--- src/cache_pkg.sv ---
`default_nettype none

package cache_pkg;

	// field widths and counts
	parameter int WORD_W = 32;
	parameter int ADDR_W = 32;
	parameter int TAG_W  = 26;
	parameter int IDX_W  = 3;
	parameter int BLK_W  = 1;
	parameter int SETS   = 8;
	parameter int WAYS   = 2;

	typedef logic [WORD_W-1:0] word_t;

	// word 0 sits at the lower address
	typedef word_t [1:0] block_t;

	typedef struct packed {
		logic [TAG_W-1:0] tag;
		logic [IDX_W-1:0] idx;
		logic [BLK_W-1:0] blkoff;
		logic [1:0]       bytoff;
	} dcachef_t;

	typedef struct packed {
		logic             valid;
		logic             dirty;
		logic [TAG_W-1:0] tag;
	} tag_entry_t;

	typedef struct packed {
		dcachef_t addr;
		logic     write;
		word_t    wdata;
	} cpu_req_t;

	typedef struct packed {
		word_t rdata;
		logic  hit;
	} cpu_resp_t;

	typedef struct packed {
		logic              ren;
		logic              wen;
		logic [ADDR_W-1:0] addr;
		word_t             store;
	} mem_req_t;

	typedef struct packed {
		logic  dwait;
		word_t load;
	} mem_resp_t;

	// payload goes on the store's own typed port
	typedef struct packed {
		logic             en;
		logic [IDX_W-1:0] idx;
		logic             way;
	} store_wr_t;

endpackage

`default_nettype wire

--- src/dcache_store.sv ---
`default_nettype none

module dcache_store #(
	parameter type entry_t = logic
) (
	input  logic                          CLK,
	input  logic                          nRST,
	input  logic [cache_pkg::IDX_W-1:0]   rd_set,
	output entry_t [cache_pkg::WAYS-1:0]  rd,
	input  cache_pkg::store_wr_t          wr,
	input  entry_t                        wdata,
	input  logic                          clear
);

	// one row per set, one column per way
	entry_t [cache_pkg::WAYS-1:0] mem [cache_pkg::SETS];

	// both ways of the chosen set with no read latency
	assign rd = mem[rd_set];

	always_ff @(posedge CLK, negedge nRST) begin
		if (!nRST) begin
			for (int s = 0; s < cache_pkg::SETS; s++) begin
				mem[s] <= '0;
			end
		end else if (clear) begin
			// everything goes invalid at once when a flush ends
			for (int s = 0; s < cache_pkg::SETS; s++) begin
				mem[s] <= '0;
			end
		end else if (wr.en) begin
			mem[wr.idx][wr.way] <= wdata;
		end
	end

endmodule

`default_nettype wire

--- config.mk ---
export PLATFORM = sky130hd
export DESIGN_NAME = dcache_store
export DESIGN_NICKNAME = d
export VERILOG_FILES = /design/src/cache_pkg.sv /design/src/dcache_store.sv
export SDC_FILE = /design/constraint.sdc
export NUM_CORES = 1
export LEC_CHECK = 0
export ABC_AREA = 0
export BUFFER_PORTS_ARGS = -buffer_cell sky130_fd_sc_hd__buf_2
export CAP_MARGIN = 25
export CORE_MARGIN = 1
export CORE_UTILIZATION = 37
export CTS_BUF_LIST = sky130_fd_sc_hd__clkbuf_8 sky130_fd_sc_hd__clkbuf_16
export DETAILED_ROUTE_END_ITERATION = 8
export PLACE_DENSITY = 0.65
export SYNTH_ARGS = -nofsm -noshare
export SYNTH_HDL_FRONTEND = slang
export SYNTH_SLANG_ARGS = --single-unit
--- constraint.sdc ---
create_clock -name CLK -period 1.28 [get_ports CLK]
set_input_delay 0.192 -clock CLK [delete_from_list [all_inputs] [get_ports CLK]]
set_output_delay 0.192 -clock CLK [all_outputs]
set_load 0.005 [all_outputs]
After elaboration in Yosys (flattened, before gate mapping)
Cells that the tools add are included.
{ "totals": {"wordCells": 28, "register_bits": 16, "in_bits": 12} }
{ "op_classes": {"bitwise": 2, "order_cmp": 5, "reduce_logical": 3, "mux": 10} }
{ "ops": {"columns": ["operator", "n"], "rows": [
  ["$mux W16", 2],
  ["$bwmux W16", 1],
  ["$ge A4 B4 Y1 const B", 2],
  ["$not A3 Y4", 2],
  ["$bmux W2 S3", 1],
  ["$demux W2 S3", 1],
  ["$mux W2", 3],
  ["$lt A4 B1 Y1 const B", 1],
  ["$logic_and A1 B1 Y1", 2],
  ["$lt A1 B2 Y1 const B", 1],
  ["$reduce_bool A2 Y1", 1],
  ["$demux W1 S1", 1],
  ["$ge A1 B1 Y1 const B", 1],
  ["$mux W1", 1]
]} }

Longest topological paths before layout
{ "depth": {"word_depth": 9, "ltp_mapped": 4} }

Worst setup path before layout
Ideal clock, no wire load.
{ "synth_timing": {"path_kind": "register to output", "start": "reg mem[0] (netlist bit)", "end": "out rd[0] (netlist bit)", "stages_incl_launch_ff": 3, "required_ns": 1.088, "setup_slack_ns": 0.018, "n_path_buf": 0, "arrival_time_ns": 1.070, "path_cell_list": "dfrtp_1 mux4_2 mux2_2"} }
{ "synth_lines": {"columns": ["element", "line_no", "rtl"], "rows": [
  ["start: declaration", "dcache_store.sv:16", "entry_t [cache_pkg::WAYS-1:0] mem [cache_pkg::SETS];"],
  ["start signal: indexed assignment", "dcache_store.sv:32", "mem[wr.idx][wr.way] <= wdata;"],
  ["end: declaration", "dcache_store.sv:9", "output entry_t [cache_pkg::WAYS-1:0] rd,"]
]} }

==> out/results.ini <==
[finish]
instances_no_fill=133
top_register=mem
n_antenna_cell=0
largest_reg_flops=16
largestRegisters=mem (16)
mostFrequentLayoutCells=dfrtp_1 (16), nand2b_1 (15), mux2i_1 (14)
drive_gt1_share_pct=28.57
final_common_cell=dfrtp_1
syn2layout_area_growth_pct=21.81
nets=118

[drt]
avgRoutedWirePerCell_um=14.68
wl_mm=1.953
route.antenna.remaining_nets=0
wl_met3_um=91
drc=0
drtPass1Iterations=4
vias_per_cell=5.391
routed-wl-met2_um=952
routed.top_layer=met4
vias=717
wl_met1_um=889
drtIter0Drc=20

[timing]
post-route-period-util_pct=132.5
slew_viol_final=0
fin_ws_ns=-0.4156
tightest_slew_ns=0.3655
hold_viol=0
timing.fmax_mhz=589.8
finalSetupTns_ns=-0.8095
rsz0062_at_grt=yes
relSlewSlack_pct=75.63
skew_ns=0
post-route-min-period_ns=1.696
setup_viol=2

[power]
p_sw_mw=0.2509
clkPwrFrac_pct=40.9
leakage_nw=0.5533
p_seq_share_pct=47.1
p_comb_share_pct=12.0
switching_share_pct=22.92
fin_total_pwr_mw=1.095
powerDensity_nw_per_um2=955.4
intPower_mw=0.8441
ir_drop_uv=460.1

[global_route]
overflow=0
grt_usage_pct=17.09
antenna_found_initial=0
grt_max_degree=17
grt_pass1_vias=724
grt_pass1_wl_mm=3.325

[worst_hold_path]
hold_path.class=in2reg
hold_end=mem[1]
hold_depth=3
hp-start=wdata

[synth]
synth_seq_cells=16
syn_area_um2=940.9
synth_async_sr_flop_share_pct=100.0
synth_ff_type=dfrtp_1
syn-num-nets=97
synth_edf_count=0
avgSynthCellArea_um2=11.07
synth_warnings=0
synth_cell_types=25
yosysSeqAreaShare_pct=42.55
synth_cells=85

[worst_setup_path]
r2r_cells=3
crit_arrival_ns=1.50
crit_required_ns=1.09
r2r-start=mem[0]
path_max_fanout=2
r2r_setup_slack_ns=0.49
end_kind=output port
worstPathCellList=mux4_2 > mux2_4 > buf_6
critPathLaunchType=flip-flop
cp_slowest_cell=mux4_2
crit_type=reg2out
r2r_end=mem[0]
slowest_delay_ns=0.47

[die]
ios=14
die_w_um=52.43
fp.coreArea_um2=2297
dieHeight_um=52.43
dieArea_um2=2748
start_util_pct=40.96
rows=17

[clock_network]
cts_sinks=16
clk_pin_slew_ns=0.06
cts_setup_buffers=0
cts_tree=yes
htree_levels=1
clk_path_buf_depth=2
clockRootBuffer=clkbuf_8
clock_latency_ns=0.24
numCtsBuffers=3

[placed_design]
place_inst=128
finalWeightedCongestion=0.7630
portBuffers=13
place_hpwl_mm=1.454

[status]
violations=setup timing
status=finished with violations

[run]
max_cap_viol_count=0

## area by class of cell
type / count / area (um^2)
Clock buffer: 4 / 55.05
Fill cell: 212 / 1151
Inverter: 1 / 3.754
Multi-Input combinational cell: 63 / 518.0
Sequential cell: 16 / 400.4
Tap cell: 28 / 35.03
Timing Repair Buffer: 21 / 133.9
## worst max path at each step
stage	start	end	slack, ns	depth (start not counted)
global placement	rd_set[1]	rd[1]	-0.16	4
finish	mem[0]	rd[0]	-0.42	3
floorplan	mem[0]	rd[0]	0.02	2
detailed placement	rd_set[1]	rd[0]	-0.18	4
CTS	mem[0]	rd[0]	-0.42	3
global route	mem[0]	rd[0]	-0.45	3
## per-stage QoR
| stage | setup WS (ns) | hold WS (ns) | area (um^2) | utilization [%] |
|---|---|---|---|---|
| after floorplan | 0.01781 | -0.1036 | 940.9 | - |
| after global placement | -0.1617 | 0.1338 | 1071 | 46.62 |
| after detailed placement | -0.1808 | 0.1296 | 1071 | 46.62 |
| after CTS | -0.4194 | 0.2462 | 1136 | 49.46 |
| after global routing | -0.4525 | 0.2690 | 1146 | 49.89 |
| final | -0.4156 | 0.2458 | 1146 | 49.89 |
## repair_timing
action / 4_1_cts / 5_1_grt
hold endpoints to repair: 16 / 0
resized for setup: 0 / 2
setup endpoints to repair: 2 / 2
hold buffers: 1 / 0
## cells in the mapped netlist, types with 2 or more instances
library cell | number | share of area (%)
buf_2 | 3 | 1.6
clkbuf_1 | 2 | 0.80
dfrtp_1 | 16 | 43
mux2_2 | 2 | 2.4
mux2i_1 | 14 | 15
mux4_2 | 4 | 9.6
nand2_1 | 4 | 1.6
nand2b_1 | 15 | 10
nand3_1 | 4 | 2.1
nand4_1 | 3 | 2.0
nor2b_1 | 2 | 1.3
nor4_1 | 2 | 1.3
o21ai_0 | 2 | 1.1
## critical path: cells and delay by family (launching register included)
kind,cells,cell delay (ns)
buffers and inverters,1,0.11
DFF,1,0.40
muxes,2,0.74
## kinds of logic (layout without fill, tap and decap cells)
family,after synthesis,count (layout),share of synthesized area [%]
AO/OA/AOI/OAI,4,4,2.393
buffers and inverters,6,26,2.792
AND/OR/NAND/NOR,39,39,25.40
multiplexers,20,20,26.86
flip-flops,16,16,42.55
## layer usage
layer	vias to the layer above	global-route usage, %
met1	350	21.80
met5	-	0
met4	0	7.018
met2	19	28.27
li1	346	-
met3	2	2.899
## power by group through the flow
stage / Combinational, mW / Sequential [mW] / Clock [mW]
4_1_cts: 0.132 / 0.515 / 0.453
2_1_floorplan: 0.0639 / 0.523 / 0
6_report: 0.132 / 0.515 / 0.448
3_3_place_gp: 0.127 / 0.525 / 0
5_1_grt: 0.145 / 0.516 / 0.484
3_5_place_dp: 0.129 / 0.525 / 0
No activity file was read; power rests on OpenSTA's default activity.
