[src/cache_pkg.sv]
`default_nettype none

package cache_pkg;

	// field widths and counts
	parameter int WORD_W = 32;
	parameter int ADDR_W = 32;
	parameter int TAG_W  = 26;
	parameter int IDX_W  = 3;
	parameter int BLK_W  = 1;
	parameter int SETS   = 8;
	parameter int WAYS   = 2;

	typedef logic [WORD_W-1:0] word_t;

	// word 0 sits at the lower address
	typedef word_t [1:0] block_t;

	typedef struct packed {
		logic [TAG_W-1:0] tag;
		logic [IDX_W-1:0] idx;
		logic [BLK_W-1:0] blkoff;
		logic [1:0]       bytoff;
	} dcachef_t;

	typedef struct packed {
		logic             valid;
		logic             dirty;
		logic [TAG_W-1:0] tag;
	} tag_entry_t;

	typedef struct packed {
		dcachef_t addr;
		logic     write;
		word_t    wdata;
	} cpu_req_t;

	typedef struct packed {
		word_t rdata;
		logic  hit;
	} cpu_resp_t;

	typedef struct packed {
		logic              ren;
		logic              wen;
		logic [ADDR_W-1:0] addr;
		word_t             store;
	} mem_req_t;

	typedef struct packed {
		logic  dwait;
		word_t load;
	} mem_resp_t;

	// payload goes on the store's own typed port
	typedef struct packed {
		logic             en;
		logic [IDX_W-1:0] idx;
		logic             way;
	} store_wr_t;

endpackage

`default_nettype wire

[src/dcache_lookup.sv]
`default_nettype none

module dcache_lookup (
	input  logic                                        CLK,
	input  logic                                        nRST,
	input  cache_pkg::dcachef_t                         addr,
	input  cache_pkg::tag_entry_t [cache_pkg::WAYS-1:0] entries,
	input  logic                                        touch,
	input  logic                                        touch_way,
	output logic                                        hit,
	output logic                                        hit_way,
	output logic                                        victim_way,
	output cache_pkg::tag_entry_t                       victim_entry
);

	// the way used most recently in each set
	logic [cache_pkg::SETS-1:0] mru;
	logic [cache_pkg::WAYS-1:0] match;

	always_comb begin
		for (int w = 0; w < cache_pkg::WAYS; w++) begin
			match[w] = entries[w].valid && (entries[w].tag == addr.tag);
		end
	end

	assign hit = |match;
	assign hit_way = match[1];

	// fill empty ways first with way 0 before way 1
	always_comb begin
		if (!entries[0].valid)
			victim_way = 1'b0;
		else if (!entries[1].valid)
			victim_way = 1'b1;
		else
			victim_way = !mru[addr.idx];
	end

	assign victim_entry = entries[victim_way];

	always_ff @(posedge CLK, negedge nRST) begin
		if (!nRST)
			mru <= '0;
		else if (touch)
			mru[addr.idx] <= touch_way;
	end

endmodule

`default_nettype wire

[config.mk]
export PLATFORM = sky130hd
export DESIGN_NAME = dcache_lookup
export DESIGN_NICKNAME = d
export VERILOG_FILES = /design/src/cache_pkg.sv /design/src/dcache_lookup.sv
export SDC_FILE = /design/constraint.sdc
export NUM_CORES = 1
export LEC_CHECK = 0
export BUFFER_PORTS_ARGS = -buffer_cell sky130_fd_sc_hd__buf_2
export CAP_MARGIN = 0
export CORE_MARGIN = 2
export CORE_UTILIZATION = 42
export CTS_CLUSTER_SIZE = 10
export DETAILED_ROUTE_END_ITERATION = 10
export PLACE_DENSITY_LB_ADDON = 0.05
export SLEW_MARGIN = 20
export SYNTH_ARGS = -nofsm -noshare
export SYNTH_HDL_FRONTEND = slang
export SYNTH_SLANG_ARGS = --single-unit
[constraint.sdc]
create_clock -name CLK -period 2.7 [get_ports CLK]
set_input_delay 0.27 -clock CLK [delete_from_list [all_inputs] [get_ports CLK]]
set_output_delay 0.27 -clock CLK [all_outputs]
set_load 0.1 [all_outputs]
Yosys cells after proc, flatten, opt, wreduce, memory -nomap -nowiden
Index checks and enable logic that the tools add are counted.
W data, S select, Z words.
{"block": "totals", "n_memories": 0, "latchBits": 0, "regBits": 8, "mem_bits_ro": 0, "mem_bits_rw": 0}
{"block": "classes", "n_shift": 0, "bitwise_logic": 0, "eq_ne": 2, "reduce_logical": 5, "magnitude_cmp": 3, "div": 0, "mux": 9, "addsub": 0, "n_mul": 0}
{"operator": "$mux W28", "count": 2}
{"operator": "$eq A26 B26 Y1", "count": 2}
{"operator": "$bwmux W8", "count": 1}
{"operator": "$lt A3 B4 Y1 const B", "count": 1}
{"operator": "$mux W1", "count": 4}
{"operator": "$bmux W1 S3", "count": 1}
{"operator": "$demux W1 S3", "count": 1}
{"operator": "$ge A3 B1 Y1 const B", "count": 1}
{"operator": "$logic_and A1 B1 Y1", "count": 3}
{"operator": "$lt A1 B2 Y1 const B", "count": 1}
{"operator": "$reduce_or A2 Y1", "count": 1}
{"operator": "$logic_not A1 Y1", "count": 1}

Longest topological paths before layout
{"block": "logic_depth", "depth_word": 7, "depth_mapped": 6, "ltp_nobuf": 4}

Worst setup path before layout
No wires, ideal clock.
{"block": "synth_path", "path_kind": "input-to-output", "from": "input entries[8] (netlist bit)", "to": "output hit", "t_required_ns": 2.430, "path_buffers": 0, "setup_slack_ns": -0.073, "arrival_time_ns": 2.503, "path_stages": 4, "path_cell_list": "xnor2_1 nand4_1 or4_1 o22ai_1"}
{"block": "synth_between", "elab_chain_cells": 3}
{"element": "from (decl)", "line": "dcache_lookup.sv:7", "rtl": "input cache_pkg::tag_entry_t [cache_pkg::WAYS-1:0] entries,"}
{"element": "$eq A26 B26 Y1", "line": "dcache_lookup.sv:22", "rtl": "match[w] = entries[w].valid && (entries[w].tag == addr.tag);"}
{"element": "$logic_and A1 B1 Y1", "line": "dcache_lookup.sv:22"}
{"element": "$reduce_or A2 Y1", "line": "dcache_lookup.sv:26", "rtl": "assign hit = |match;"}
{"element": "to (decl)", "line": "dcache_lookup.sv:10", "rtl": "output logic hit,"}
No other way between the ends.

==> results.md <==
* Die height at 62.8 um
* Distinct cells, synth at 24
* Mapped Cells at 140
* Die area at 3940 um^2
* Core region area at 3340 um^2
* CP required at 2.43 ns
* Count of pins over their slew limit at 0
* Initial Util at 0.435
* DRC at 0
* Syn nets at 232
* Routed Wire Length at 4.76 mm
* Share of cells above drive strength 1 at 0.636
* Finished layout cell area at 2530 um^2
* Syn Area/Cell at 10.4 um^2
* Number of cells on the worst hold path at 2
* Ys flop type: dfrtp_1
* Cell-internal power at 542 uW
* Number of DRC markers in iteration 0 at 83
* Slew @ Worst Pin at 0.698 ns
* Slew HR at 0.533
* Post-route insts no fill at 307
* # IOs at 123
* Worst Path Class, Setup: reg -> out
* YS warnings at 0
* Largest registers: mru x8
* Net Sw Power at 549 uW
* Num CTS Buffers at 3
* Placed cells at 302
* CTS sink count at 8
* Sequential-to-total area share from yosys stat at 0.138
* Nature of the critical path startpoint: flip-flop
* Post-CTS Repair Setup Buffers at 0
* Fmax at 391 MHz
* Metal2 WL at 2.68 mm
* CP Capture Type: output pin
* Pre-antenna DRT Iters at 4
* Post-route ant nets at 0
* Max IR drop VDD at 280 uV
* NumNets Final at 355
* Pwr Density at 431 nW/um^2
* M1 wire length at 1.65 mm
* Area growth syn-to-layout at 74.4%
* Site Rows at 21
* Hold Path Class: in -> reg
* Combinational power share at 0.767
* Clk slew on worst S/H paths at 0.06 ns
* Chip Width at 62.8 um
* WL per Instance at 15.5 um
* Synth Register Bits at 8
* Max-cap viol count at 0
* Met3 Wirelength at 354 um
* Flop pwr share at 0.147
* Diode count at 0
* Critical Path, Cell by Cell: mux4_2 -> nor2_1 -> o21ai_4 -> mux2_4 -> buf_12
* Number of vias per cell at 5.05
* Ys async rst share at 1.00
* TNS Setup at 0 ns
* Leakage power at 1.19 nW
* Reg with most FFs: mru
* First-pass GRT wire length at 7.50 mm
* Total number of vias at 1550
* Vias in the first global route at 1649
* Clock power frac at 0.087
* Post-synth EDFFs at 0
* CP max-delay cell: mux4_2
* Initial antenna violation count at 0
* Setup violators final at 0
* Crit-path max FO at 14
* Clock Latency Late Sink at 0.26 ns
* Final period util at 0.947
* Mapped Area at 1450 um^2
* All-Layer GR Usage at 0.241
* Final Hold Viols at 0
* Net Sw Frac at 0.503
* Tmin final at 2.56 ns
* Gp weighted congestion at 0.853
* CTS tree: yes
* Total gr overflow at 0
* Max Root-Sink Buffers at 2
* Worst path max stage delay at 0.46 ns
* Largest net degree at the start of global routing at 15
* Worst Skew at 0 ns
* CTS H-tree lvls at 1
* Top Metal Used: met4
* R2R depth at 1
* Port-buffer cells at 119
* RSZ-0062 raised after global routing: no
* Placed Area at 2480 um^2
* Max reg flops at 8
* WP data arrival at 2.29 ns
* Clock root buffer: clkbuf_4
* Status: finished clean
* Hpwl dp at 4.05 mm
## critical path: cells and delay by family (launching register included)
kind	cells	cell delay (ns)
AOI/OAI and AO/OA	1	0.27
buffers and inverters	1	0.17
DFF	1	0.39
muxes	2	0.84
and+or+nand+nor	1	0.35
## synth_stat cells (all sizes together) (2+ instances only)
library cell | count | area (um^2)
buf | 4 | 41.3
dfrtp | 8 | 200
mux2 | 37 | 488
nand2 | 3 | 11.3
nand3 | 2 | 10.0
nand4 | 9 | 56.3
nand4b | 2 | 17.5
nor2 | 3 | 11.3
nor3 | 4 | 20.0
nor3b | 2 | 15.0
nor4 | 4 | 25.0
or4 | 2 | 15.0
xnor2 | 30 | 263
xor2 | 22 | 193
## final cells by class
| class | count | area, um^2 |
|---|---|---|
| multi-input cells | 128 | 1230 |
| repair buffers | 121 | 1020 |
| fillers | 263 | 806 |
| flip-flops and latches | 8 | 200 |
| well taps | 46 | 57.6 |
| clock buffers | 3 | 22.5 |
| inverters | 1 | 3.75 |
## power by group through the flow
| stage | Clock (mW) | Combinational, mW | Sequential [mW] |
|---|---|---|---|
| floorplan | 0 | 0.552 | 0.156 |
| global placement | 0 | 0.820 | 0.160 |
| detailed placement | 0 | 0.831 | 0.162 |
| CTS | 0.0964 | 0.840 | 0.160 |
| global route | 0.103 | 0.870 | 0.162 |
| finish | 0.0949 | 0.836 | 0.160 |
## cells in the final DEF (no fill, tap or decap), types with 2 or more instances in the layout
cell type | Yosys | routed
buf_12 | 0 | 27
mux2_4 | 19 | 19
mux2_2 | 18 | 18
o21ai_4 | 1 | 2
xnor2_1 | 30 | 30
xor2_1 | 22 | 22
nor2_1 | 3 | 3
nand4b_1 | 2 | 2
nor4_1 | 4 | 4
clkbuf_4 | 0 | 3
nand3_1 | 2 | 2
nand2_1 | 3 | 3
dfrtp_1 | 8 | 8
buf_2 | 0 | 92
or4_1 | 2 | 2
nand4_1 | 9 | 9
nor3_1 | 4 | 4
nor3b_1 | 2 | 2
## routing by layer
metal | vias up | track usage
met5 | - | 0
met4 | 0 | 0.0667
met3 | 10 | 0.0577
met2 | 69 | 0.496
met1 | 716 | 0.234
li1 | 755 | -
## metrics by stage
stage | power (mW) | hold slack, ns | worst slack, ns | utilization
finish | 1.09 | 0.368 | 0.143 | 0.759
global placement | 0.981 | 0.118 | 0.0579 | 0.744
floorplan | 0.708 | -0.0256 | 0.0988 | -
detailed placement | 0.993 | 0.126 | 0.0429 | 0.744
CTS | 1.10 | 0.357 | 0.000440 | 0.756
global route | 1.14 | 0.374 | 0.0585 | 0.759
## kinds of logic after synthesis
group,Yosys count,share of synthesized area
flops,8,0.138
xor+xnor,52,0.314
simple gates,34,0.140
compound gates,3,0.0259
mux,38,0.352
buf+inv,5,0.0310
## path summary, 6_finish.rpt
check,startpoint,endpoint,slack [ns]
max reg2reg,mru[0],mru[0],1.93
min,touch_way,mru[1],0.37
max,mru[0],victim_entry[17],0.14
max in group asynchronous,nRST,mru[5],2.12
min reg2reg,mru[3],mru[3],0.51
min in group asynchronous,nRST,mru[0],0.40
## timing repair
item | CTS | global route
hold buffers | 1 | 0
endpoints found under the setup margin | 8 | 14
gates resized for setup | 0 | 1
gates cloned | 1 | 0
pin swaps | 1 | 0
hold endpoints to repair | 8 | 0
(Power assumes the default switching activity.)
