===== src/cache_pkg.sv =====
`default_nettype none

package cache_pkg;

	// field widths and counts
	parameter int WORD_W = 32;
	parameter int ADDR_W = 32;
	parameter int TAG_W  = 26;
	parameter int IDX_W  = 3;
	parameter int BLK_W  = 1;
	parameter int SETS   = 8;
	parameter int WAYS   = 2;

	typedef logic [WORD_W-1:0] word_t;

	// word 0 sits at the lower address
	typedef word_t [1:0] block_t;

	typedef struct packed {
		logic [TAG_W-1:0] tag;
		logic [IDX_W-1:0] idx;
		logic [BLK_W-1:0] blkoff;
		logic [1:0]       bytoff;
	} dcachef_t;

	typedef struct packed {
		logic             valid;
		logic             dirty;
		logic [TAG_W-1:0] tag;
	} tag_entry_t;

	typedef struct packed {
		dcachef_t addr;
		logic     write;
		word_t    wdata;
	} cpu_req_t;

	typedef struct packed {
		word_t rdata;
		logic  hit;
	} cpu_resp_t;

	typedef struct packed {
		logic              ren;
		logic              wen;
		logic [ADDR_W-1:0] addr;
		word_t             store;
	} mem_req_t;

	typedef struct packed {
		logic  dwait;
		word_t load;
	} mem_resp_t;

	// payload goes on the store's own typed port
	typedef struct packed {
		logic             en;
		logic [IDX_W-1:0] idx;
		logic             way;
	} store_wr_t;

endpackage

`default_nettype wire


===== src/dcache_ctrl.sv =====
`default_nettype none

module dcache_ctrl (
	input  logic                                    CLK,
	input  logic                                    nRST,
	input  logic                                    req_valid,
	input  cache_pkg::cpu_req_t                     req,
	input  logic                                    halt,
	output logic                                    done,
	output cache_pkg::cpu_resp_t                    resp,
	output logic                                    flushed,
	output cache_pkg::dcachef_t                     lk_addr,
	input  logic                                    hit,
	input  logic                                    hit_way,
	input  logic                                    victim_way,
	input  cache_pkg::tag_entry_t                   victim_entry,
	output logic                                    touch,
	output logic                                    touch_way,
	output logic [cache_pkg::IDX_W-1:0]             rd_set,
	input  cache_pkg::tag_entry_t [cache_pkg::WAYS-1:0] tag_rd,
	input  cache_pkg::block_t [cache_pkg::WAYS-1:0] data_rd,
	output cache_pkg::store_wr_t                    tag_wr,
	output cache_pkg::store_wr_t                    data_wr,
	output cache_pkg::tag_entry_t                   tag_wdata,
	output cache_pkg::block_t                       data_wdata,
	output cache_pkg::mem_req_t                     mem_req,
	input  cache_pkg::mem_resp_t                    mem_resp
);

	typedef enum logic [3:0] {
		IDLE, LOOKUP, WB0, WB1, FETCH0, FETCH1, MERGE,
		FLUSH_SCAN, FLUSH_WB0, FLUSH_WB1, FLUSH_DONE
	} state_t;

	state_t state, next_state;

	cache_pkg::cpu_req_t req_q;
	cache_pkg::word_t    fill_word;
	logic                way_q;
	logic                sel_way;
	logic                ready;
	logic                slot_inc;

	// flush slot is {way, set}
	logic [cache_pkg::IDX_W:0]   slot;
	logic [cache_pkg::IDX_W-1:0] slot_set;
	logic                        slot_way;
	cache_pkg::tag_entry_t       slot_entry;
	cache_pkg::block_t           merged;

	assign {slot_way, slot_set} = slot;
	assign slot_entry = tag_rd[slot_way];
	assign ready = !mem_resp.dwait;
	assign lk_addr = req_q.addr;

	// hit way while looking up and the latched victim afterwards
	assign sel_way = (state == LOOKUP) ? hit_way : way_q;

	always_comb begin
		merged = data_rd[sel_way];
		merged[req_q.addr.blkoff] = req_q.wdata;
	end

	always_ff @(posedge CLK, negedge nRST) begin
		if (!nRST) begin
			state <= IDLE;
			slot <= '0;
			way_q <= 1'b0;
		end else begin
			state <= next_state;
			if (state == IDLE && halt)
				slot <= '0;
			else if (slot_inc)
				slot <= slot + 1'b1;
			if (state == LOOKUP && !hit)
				way_q <= victim_way;
		end
	end

	always_ff @(posedge CLK) begin
		if (state == IDLE && req_valid)
			req_q <= req;
		if (state == FETCH0 && ready)
			fill_word <= mem_resp.load;
	end

	always_comb begin
		next_state = state;
		slot_inc = 1'b0;
		done = 1'b0;
		flushed = 1'b0;
		touch = 1'b0;
		touch_way = sel_way;
		tag_wr = '0;
		data_wr = '0;
		tag_wdata = '{valid: 1'b1, dirty: 1'b0, tag: req_q.addr.tag};
		data_wdata = merged;
		mem_req = '0;
		rd_set = req_q.addr.idx;
		// writes echo their own data back
		resp.rdata = req_q.write ? req_q.wdata : data_rd[sel_way][req_q.addr.blkoff];
		resp.hit = (state == LOOKUP);

		case (state)
			IDLE: begin
				if (halt)
					next_state = FLUSH_SCAN;
				else if (req_valid)
					next_state = LOOKUP;
			end
			LOOKUP: begin
				if (hit) begin
					done = 1'b1;
					touch = 1'b1;
					next_state = IDLE;
					if (req_q.write) begin
						data_wr = '{en: 1'b1, idx: req_q.addr.idx, way: hit_way};
						tag_wr = '{en: 1'b1, idx: req_q.addr.idx, way: hit_way};
						tag_wdata.dirty = 1'b1;
					end
				end else if (victim_entry.valid && victim_entry.dirty) begin
					next_state = WB0;
				end else begin
					next_state = FETCH0;
				end
			end
			WB0, WB1: begin
				mem_req.wen = 1'b1;
				mem_req.addr = {victim_entry.tag, req_q.addr.idx, state == WB1, 2'b00};
				mem_req.store = data_rd[way_q][state == WB1];
				if (ready)
					next_state = (state == WB0) ? WB1 : FETCH0;
			end
			FETCH0, FETCH1: begin
				mem_req.ren = 1'b1;
				mem_req.addr = {req_q.addr.tag, req_q.addr.idx, state == FETCH1, 2'b00};
				if (ready && state == FETCH0) begin
					next_state = FETCH1;
				end else if (ready) begin
					// whole block lands at once and clean
					data_wdata[0] = fill_word;
					data_wdata[1] = mem_resp.load;
					data_wr = '{en: 1'b1, idx: req_q.addr.idx, way: way_q};
					tag_wr = '{en: 1'b1, idx: req_q.addr.idx, way: way_q};
					next_state = MERGE;
				end
			end
			MERGE: begin
				done = 1'b1;
				touch = 1'b1;
				next_state = IDLE;
				if (req_q.write) begin
					data_wr = '{en: 1'b1, idx: req_q.addr.idx, way: way_q};
					tag_wr = '{en: 1'b1, idx: req_q.addr.idx, way: way_q};
					tag_wdata.dirty = 1'b1;
				end
			end
			FLUSH_SCAN: begin
				rd_set = slot_set;
				if (slot_entry.valid && slot_entry.dirty)
					next_state = FLUSH_WB0;
				else if (&slot)
					next_state = FLUSH_DONE;
				else
					slot_inc = 1'b1;
			end
			FLUSH_WB0, FLUSH_WB1: begin
				rd_set = slot_set;
				mem_req.wen = 1'b1;
				mem_req.addr = {slot_entry.tag, slot_set, state == FLUSH_WB1, 2'b00};
				mem_req.store = data_rd[slot_way][state == FLUSH_WB1];
				if (ready && state == FLUSH_WB0) begin
					next_state = FLUSH_WB1;
				end else if (ready) begin
					next_state = (&slot) ? FLUSH_DONE : FLUSH_SCAN;
					slot_inc = !(&slot);
				end
			end
			FLUSH_DONE: begin
				// stores are emptied on this same cycle
				flushed = 1'b1;
				next_state = IDLE;
			end
			default: next_state = IDLE;
		endcase
	end

endmodule

`default_nettype wire


===== config.mk =====
export PLATFORM = sky130hd
export DESIGN_NAME = dcache_ctrl
export DESIGN_NICKNAME = d
export VERILOG_FILES = /design/src/cache_pkg.sv /design/src/dcache_ctrl.sv
export SDC_FILE = /design/constraint.sdc
export NUM_CORES = 1
export LEC_CHECK = 0
export BUFFER_PORTS_ARGS = -buffer_cell sky130_fd_sc_hd__buf_2
export CAP_MARGIN = 20
export CELL_PAD_IN_SITES_DETAIL_PLACEMENT = 2
export CELL_PAD_IN_SITES_GLOBAL_PLACEMENT = 2
export CORE_ASPECT_RATIO = 0.75
export CORE_MARGIN = 3
export CORE_UTILIZATION = 24
export DETAILED_ROUTE_END_ITERATION = 12
export HOLD_SLACK_MARGIN = 0.15
export MAX_ROUTING_LAYER = met4
export PLACE_DENSITY_LB_ADDON = 0.1
export SYNTH_ARGS = -nofsm -noshare
export SYNTH_HDL_FRONTEND = slang
export SYNTH_SLANG_ARGS = --single-unit

===== constraint.sdc =====
create_clock -name CLK -period 5.46 [get_ports CLK]
set_input_delay 1.365 -clock CLK [delete_from_list [all_inputs] [get_ports CLK]]
set_output_delay 1.365 -clock CLK [all_outputs]
set_load 0.02 [all_outputs]

# == Word level (Yosys, flattened, before mapping) ==
# Cells that the tools add are included.
# word_totals
in_bits,317
n_memories,0
reg_bits,106
ramBits,0
out_inout_bits,240
wordCells,113
romBits,0
latchBits,0
# classes
reduce_logical,20
magnitude_cmp,7
n_mux,60
div_mod_pow,0
add_sub_neg,1
eq_ne,15
n_bitwise,0
multipliers,0
shift,0
# ops
cell,count
64-bit two-way mux,9
32-bit two-way mux,8
32-bit case mux with 3 select lines,1
64-bit bitwise mux,1
32-bit case mux with 2 select lines,1
28-bit two-way mux,2
4-bit two-way mux,12
32-bit demux with 1-bit select,1
5-bit two-way mux,5
4-bit case mux with 6 select lines,1
4-bit by 3-bit equality test with 1-bit output (second input constant),4
5-bit case mux with 3 select lines,1
4-bit equality test (second input constant),3
1-bit by 2-bit less-than comparator with 1-bit output (second input constant),6
3-bit two-way mux,4
3-bit inequality test (second input constant),4
1-bit two-way mux,11
4-bit by 2-bit equality test with 1-bit output (second input constant),2
1-bit logical AND,8
1-bit case mux with 2 select lines,3
2-bit OR reduction,3
5-bit AND reduction,1
4-bit by 1-bit adder with 4-bit output (second input constant),1
4-bit by 1-bit equality test with 1-bit output (second input constant),1
8 further kinds,10

# == Longest topological paths before layout ==
# Gate-level depths: netlist of the first run.
# logic_depth
ltp_word,8
mapped_depth,8
mapped_depth_nobuf,5

# == Worst setup path before layout of the first run ==
# No wires, ideal clock.
# synth_timing
path_kind,input to register
startpoint,input mem_resp[32] (netlist bit)
endpoint,"register fill_word[0], enable pin"
setup_ns,0.501
n_path_buf,1
t_required_ns,4.959
cell_stages,2
setup_slack_ns,0.278
t_arrival_ns,4.680
path_cell_list,clkbuf_1 nor4_1
# synth_via
elab_chain_cells,2
# synth_lines
element,line,rtl
"start, declared",dcache_ctrl.sv:27,input cache_pkg::mem_resp_t mem_resp
1-bit logical NOT,dcache_ctrl.sv:53,assign ready = !mem_resp.dwait;
1-bit logical AND,dcache_ctrl.sv:83,if (state == FETCH0 && ready)
"end signal, assigned",dcache_ctrl.sv:84,fill_word <= mem_resp.load;
"end, declared",dcache_ctrl.sv:38,cache_pkg::word_t fill_word;
# Every way passes these cells.
# A chain may end at the register's enable or synchronous reset.

==> out/metrics.cfg, run 1 <==
[status]
outcome = completed

[yosys]
postSynthCellCount = 1205
synth_simple_gate_area_share_pct = 20.74
avgSynthCellArea_um2 = 8.187
synth_warnings = 0
synth_cell_types = 57
synth-seq-cells = 106
synth_adder_area_share_pct = 0.1268
synthXorXnorAreaFrac_pct = 0.08878
synthMuxAreaShare_pct = 14.86
ys.flop_type = edfxtp_1
synth_compound_area_share_pct = 22.59
async_flop_share_pct = 8.491
synth_top_family_by_area = compound AO/OA/AOI/OAI gates
synth_edf_count = 97
syn_area_um2 = 9866
synth-seq-area-share_pct = 31.81

[cells_and_area]
design_area_um2 = 13020
nFillCells = 4748
drive_gt1_share_pct = 39.66
synthToLayoutAreaGrowth_pct = 31.95
seq_area_um2 = 3148
final_common_cell = buf_2
final_nets = 1947
multi_input_area_um2 = 5834
final_cell_mix = buf_2 (553), nand2_1 (196), mux2i_1 (97), edfxtp_1 (97), o21ai_0 (96)

[worst_hold_path]
worstHoldStart = slot[2]$_DFFE_PN0P_
hp-class = flop to flop
min_to = slot[2]$_DFFE_PN0P_
hold_depth = 1

[placed_design]
dpl-instance-area_um2 = 12690
gp_congestion = 0.8268
numPortBuffers = 553
place.detailed.hpwl_um = 44190

[power]
ir_drop_v = 0.0001667
power_density_nw_per_um2 = 482.3
p_leak_uw = 0.005593
finalPower_uw = 6279

[timing]
fin_setup_tns_ps = 0
worst_hold_slack_ps = 588.2
drv_slew = 0
hold_viol_final = 0
max_slew.worst_pin.slew_ps = 1135
rsz0062_at_grt = no
min_period_ps = 4778
fin_crit_sh_pct = 87.51
max_freq_mhz = 209.3
fin_skew_ps = 10.45
slew_headroom_pct = 24.34
setup_viol = 0

[clock_tree]
ctsResizeCount = 0
clk_pin_slew_ps = 80
cts_hold_buf = 0
clk-insertion-delay-late_ps = 380
postCtsSetupBuffers = 0
cts_tree = built
cts-htree-levels = 3
numCtsBuffers = 9
cts_buffer_depth = 2
clock_sinks = 106
cts_root_buffer = clkbuf_16

[global_route]
grt_max_degree = 64
grt-ovfl-total = 0
antenna_found_initial = 13
grt_pass1_wl_um = 84410
grt_usage_pct = 26.84
grt_pass1_vias = 12170

[job]
maxCapViolations = 0

[die]
start_util_pct = 24.64
die_w_um = 240.1
core_um2 = 40040
io_pins = 557
rows = 63
die_h_um = 181.6
die_area_um2 = 43600

[routing]
final_antenna_net_count = 0
avgRoutedWirePerCell_um = 27.19
drc_errors = 0
wirelength_um = 58890
route.vias.total = 11520
drt-pass1-iter-count = 5
avgViaCountPerCell = 5.316
initialDrtViolationCount = 675

[worst_setup_path]
cp-start-kind = flop
r2r_start = state[0]$_DFFE_PN0P_
worst-endpoint-required_ps = 4090
worstSetupPathType = flop to output port
r2r_setup_slack_ps = 2570
timing.rr.end = lk_addr[2]$_DFFE_PP_
crit_path_end_kind = output port
crit_arrival_ps = 3410
cp_max_fo = 24
reg2reg_depth = 4

[power breakdown]
group	internal [uW]	switching, uW
clock network	362	376
logic	1400	2890
registers	1070	188
[registers in the layout (all words and copies together), names as in the netlist]
name and count:
fill_word 32, lk_addr 32, req_q 33, slot 4, state 4, way_q 1
[synth_stat cells (all sizes together) (35+ instances only)]
cell / number / area [um2]
a211oi: 35 / 267.8
a21oi: 96 / 480.5
buf: 98 / 660.6
clkbuf: 74 / 277.8
edfxtp: 97 / 2913
mux2i: 98 / 993.4
nand2: 196 / 735.7
nand2b: 72 / 450.4
nor2: 67 / 251.5
nor3: 65 / 325.3
o21ai: 97 / 485.5
[worst max-delay path: stages (launching register included)]
cell and delay (ps):
dfrtp_2 760, or4b_2 710, clkinv_4 90, mux2i_4 250, buf_12 260, mux2i_1 200, a211oi_1 490, buf_2 260
[worst max path at each step]
stage               cells past startpoint                      to                  from
finish                                  7          data_wdata[54]  state[0]$_DFFE_PN0P_
global route                            7          data_wdata[50]  state[0]$_DFFE_PN0P_
CTS                                     7          data_wdata[50]  state[0]$_DFFE_PN0P_
detailed placement                      6          data_wdata[50]          mem_resp[32]
global placement                        6          data_wdata[41]          mem_resp[32]
floorplan                               2  fill_word[0]$_DFFE_PP_          mem_resp[32]
[cells by family after synthesis]
logic type               Yosys count
AO/OA/AOI/OAI                    356
XOR/XNOR                           1
adder cells (fa/ha/maj)            1
buffers and inverters            176
flip-flops                       106
multiplexers                     122
other                              2
AND/OR/NAND/NOR                  441
[final cells by class]
class	instances	share of cell area, %
sequential	106	24.18
clock inverter	7	0.5863
multi-input combinational	924	44.82
inverter	4	0.1538
tap	520	4.998
clock buffer	9	1.730
timing repair buffer	584	23.30
antenna	12	0.2307
[metrics by stage]
| stage | worst slack, ps | utilization (%) | cells |
|---|---|---|---|
| after floorplan | 278.2 | - | 1206 |
| after global placement | 892.5 | 31.61 | 2137 |
| after detailed placement | 884.4 | 31.68 | 2138 |
| after CTS | 686.9 | 32.43 | 2154 |
| after global routing | 642.1 | 32.50 | 2165 |
| final | 682.2 | 32.51 | 2166 |
[layer usage]
| layer | track usage [%] | wire length (um) |
|---|---|---|
| met3 | 4.874 | 3148 |
| met5 | - | 0 |
| met1 | 35.62 | 26890 |
| met4 | 5.574 | 879 |
| met2 | 42.89 | 27970 |
Power figures use the tool's default switching activity.
==> run 2: changes to the inputs <==
--- a/config.mk
+++ b/config.mk
@@ -15,7 +15,7 @@
 export DETAILED_ROUTE_END_ITERATION = 12
 export HOLD_SLACK_MARGIN = 0.15
 export MAX_ROUTING_LAYER = met4
-export PLACE_DENSITY_LB_ADDON = 0.1
+export PLACE_DENSITY = 0.82
 export SYNTH_ARGS = -nofsm -noshare
 export SYNTH_HDL_FRONTEND = slang
 export SYNTH_SLANG_ARGS = --single-unit
==> run 2 against run 1 <==
Compared with the run above: worst setup slack lost 27 ps; largest cell class unchanged; first-iteration DRC count shrank 5.3%; die area is the same; combinational power grew 1%; register-to-register slack lost 70 ps; core utilization is essentially flat; clock skew grew 4.1 ps.
==> out/metrics.cfg, run 2 (synthesized netlist as in run 1, its figures left out) <==
[status]
outcome = completed

[worst_setup_path]
crit_arrival_ps = 3440
critPathMaxStageDelay_ps = 750
critPathBufInv = 4
crit_chain = or4b_2 > clkinv_4 > mux2i_4 > buf_4 > buf_4 > mux2i_1 > o211ai_1 > buf_2
cp_max_fo = 9
cp-start-kind = flop
crit_path_end_kind = output port
crit_slowest_cell = or4b_2
worstSetupPathType = flop to output port
worst-endpoint-required_ps = 4090
path_common_cell = buf_4
crit_family = multiplexers

[die]
io_pins = 557
die_w_um = 240.1
rows = 63
die_area_um2 = 43600
die_h_um = 181.6
core_um2 = 40040
start_util_pct = 24.64

[routing]
route.vias.total = 11660
final_antenna_net_count = 0
avgViaCountPerCell = 5.376
wirelength_um = 58930
drt-pass1-iter-count = 5
drc_errors = 0
avgRoutedWirePerCell_um = 27.18
initialDrtViolationCount = 639

[clock_tree]
cts_hold_buf = 0
cts-htree-levels = 3
numCtsBuffers = 9
cts_tree = built
cts_root_buffer = clkbuf_16
clock_sinks = 106
ctsResizeCount = 0
clk-insertion-delay-late_ps = 380
postCtsSetupBuffers = 0
cts_buffer_depth = 2
clk_pin_slew_ps = 90

[timing]
drv_slew = 0
fin_setup_tns_ps = 0
slew_headroom_pct = 26.88
worst_hold_slack_ps = 599.7
fin_skew_ps = 14.58
rsz0062_at_grt = no
hold_viol_final = 0
max_freq_mhz = 208.1
max_slew.worst_pin.slew_ps = 1097
setup_viol = 0
fin_crit_sh_pct = 88.00
min_period_ps = 4805

[global_route]
grt_pass1_wl_um = 84490
grt_max_degree = 66
grt_usage_pct = 26.75
antenna_found_initial = 11
grt_pass1_vias = 12670
grt-ovfl-total = 0

[cells_and_area]
final_common_cell = buf_2
final_cells = 2168
regMostFlops = req_q
synthToLayoutAreaGrowth_pct = 32.04
final_cell_mix = buf_2 (553), nand2_1 (196), mux2i_1 (97), edfxtp_1 (97), o21ai_0 (96)
drive_gt1_share_pct = 39.71
final_nets = 1950
design_area_um2 = 13030
largest_reg_flops = 33

[job]
maxCapViolations = 0

[worst_hold_path]
hp-class = flop to flop

[placed_design]
place.detailed.hpwl_um = 44320
dpl.cell_count = 2141
gp_congestion = 0.9044
dpl-instance-area_um2 = 12700
numPortBuffers = 553

[power]
ir_drop_v = 0.0001593
power_density_nw_per_um2 = 483.9
p_leak_uw = 0.005596

run 2: layout make-up:
cell class / instances / area, um2
Inverter: 4 / 20.02
Timing Repair Buffer: 587 / 3043
Clock inverter: 5 / 60.06
Antenna cell: 11 / 27.53
Tap cell: 520 / 650.6
Multi-Input combinational cell: 924 / 5834
Clock buffer: 11 / 242.7
Fill cell: 4749 / 27020
Sequential cell: 106 / 3148
run 2: metrics by stage:
stage               total power [uW]  util (%)  setup slack [ps]
finish                          6303     32.53             654.9
global route                    6657     32.53             569.8
CTS                             6342     32.46             644.4
detailed placement              5590     31.71             914.1
global placement                5449     31.67             967.1
floorplan                       3938         -             278.2
run 2: power breakdown:
| group | internal, uW | leakage, uW | switching (uW) |
|---|---|---|---|
| clock network | 373 | 0.000147 | 363 |
| registers | 1070 | 0.000996 | 150 |
| logic | 1400 | 0.00445 | 2940 |
run 2: path summary, 6_finish.rpt:
check	depth (start not counted)	start	slack (ps)	endpoint
worst max-delay path	8	state[1]$_DFFE_PN0P_	650	resp[4]
worst min-delay path	1	slot[2]$_DFFE_PN0P_	600	slot[2]$_DFFE_PN0P_
worst max register to register	5	slot[3]$_DFFE_PN0P_	2500	state[0]$_DFFE_PN0P_
worst min register to register	1	slot[2]$_DFFE_PN0P_	600	slot[2]$_DFFE_PN0P_
max in group asynchronous	1	nRST	4380	slot[3]$_DFFE_PN0P_
min in group asynchronous	1	nRST	840	state[3]$_DFFE_PN0P_
run 2: metal layers:
layer  vias up  global-route usage (%)  wire (um)
met4         0                   6.896       1109
met2       402                   45.52      29400
li1       5202                       -          -
met1      5982                   32.69      25270
met3        69                   4.874       3154
met5         -                       -          0
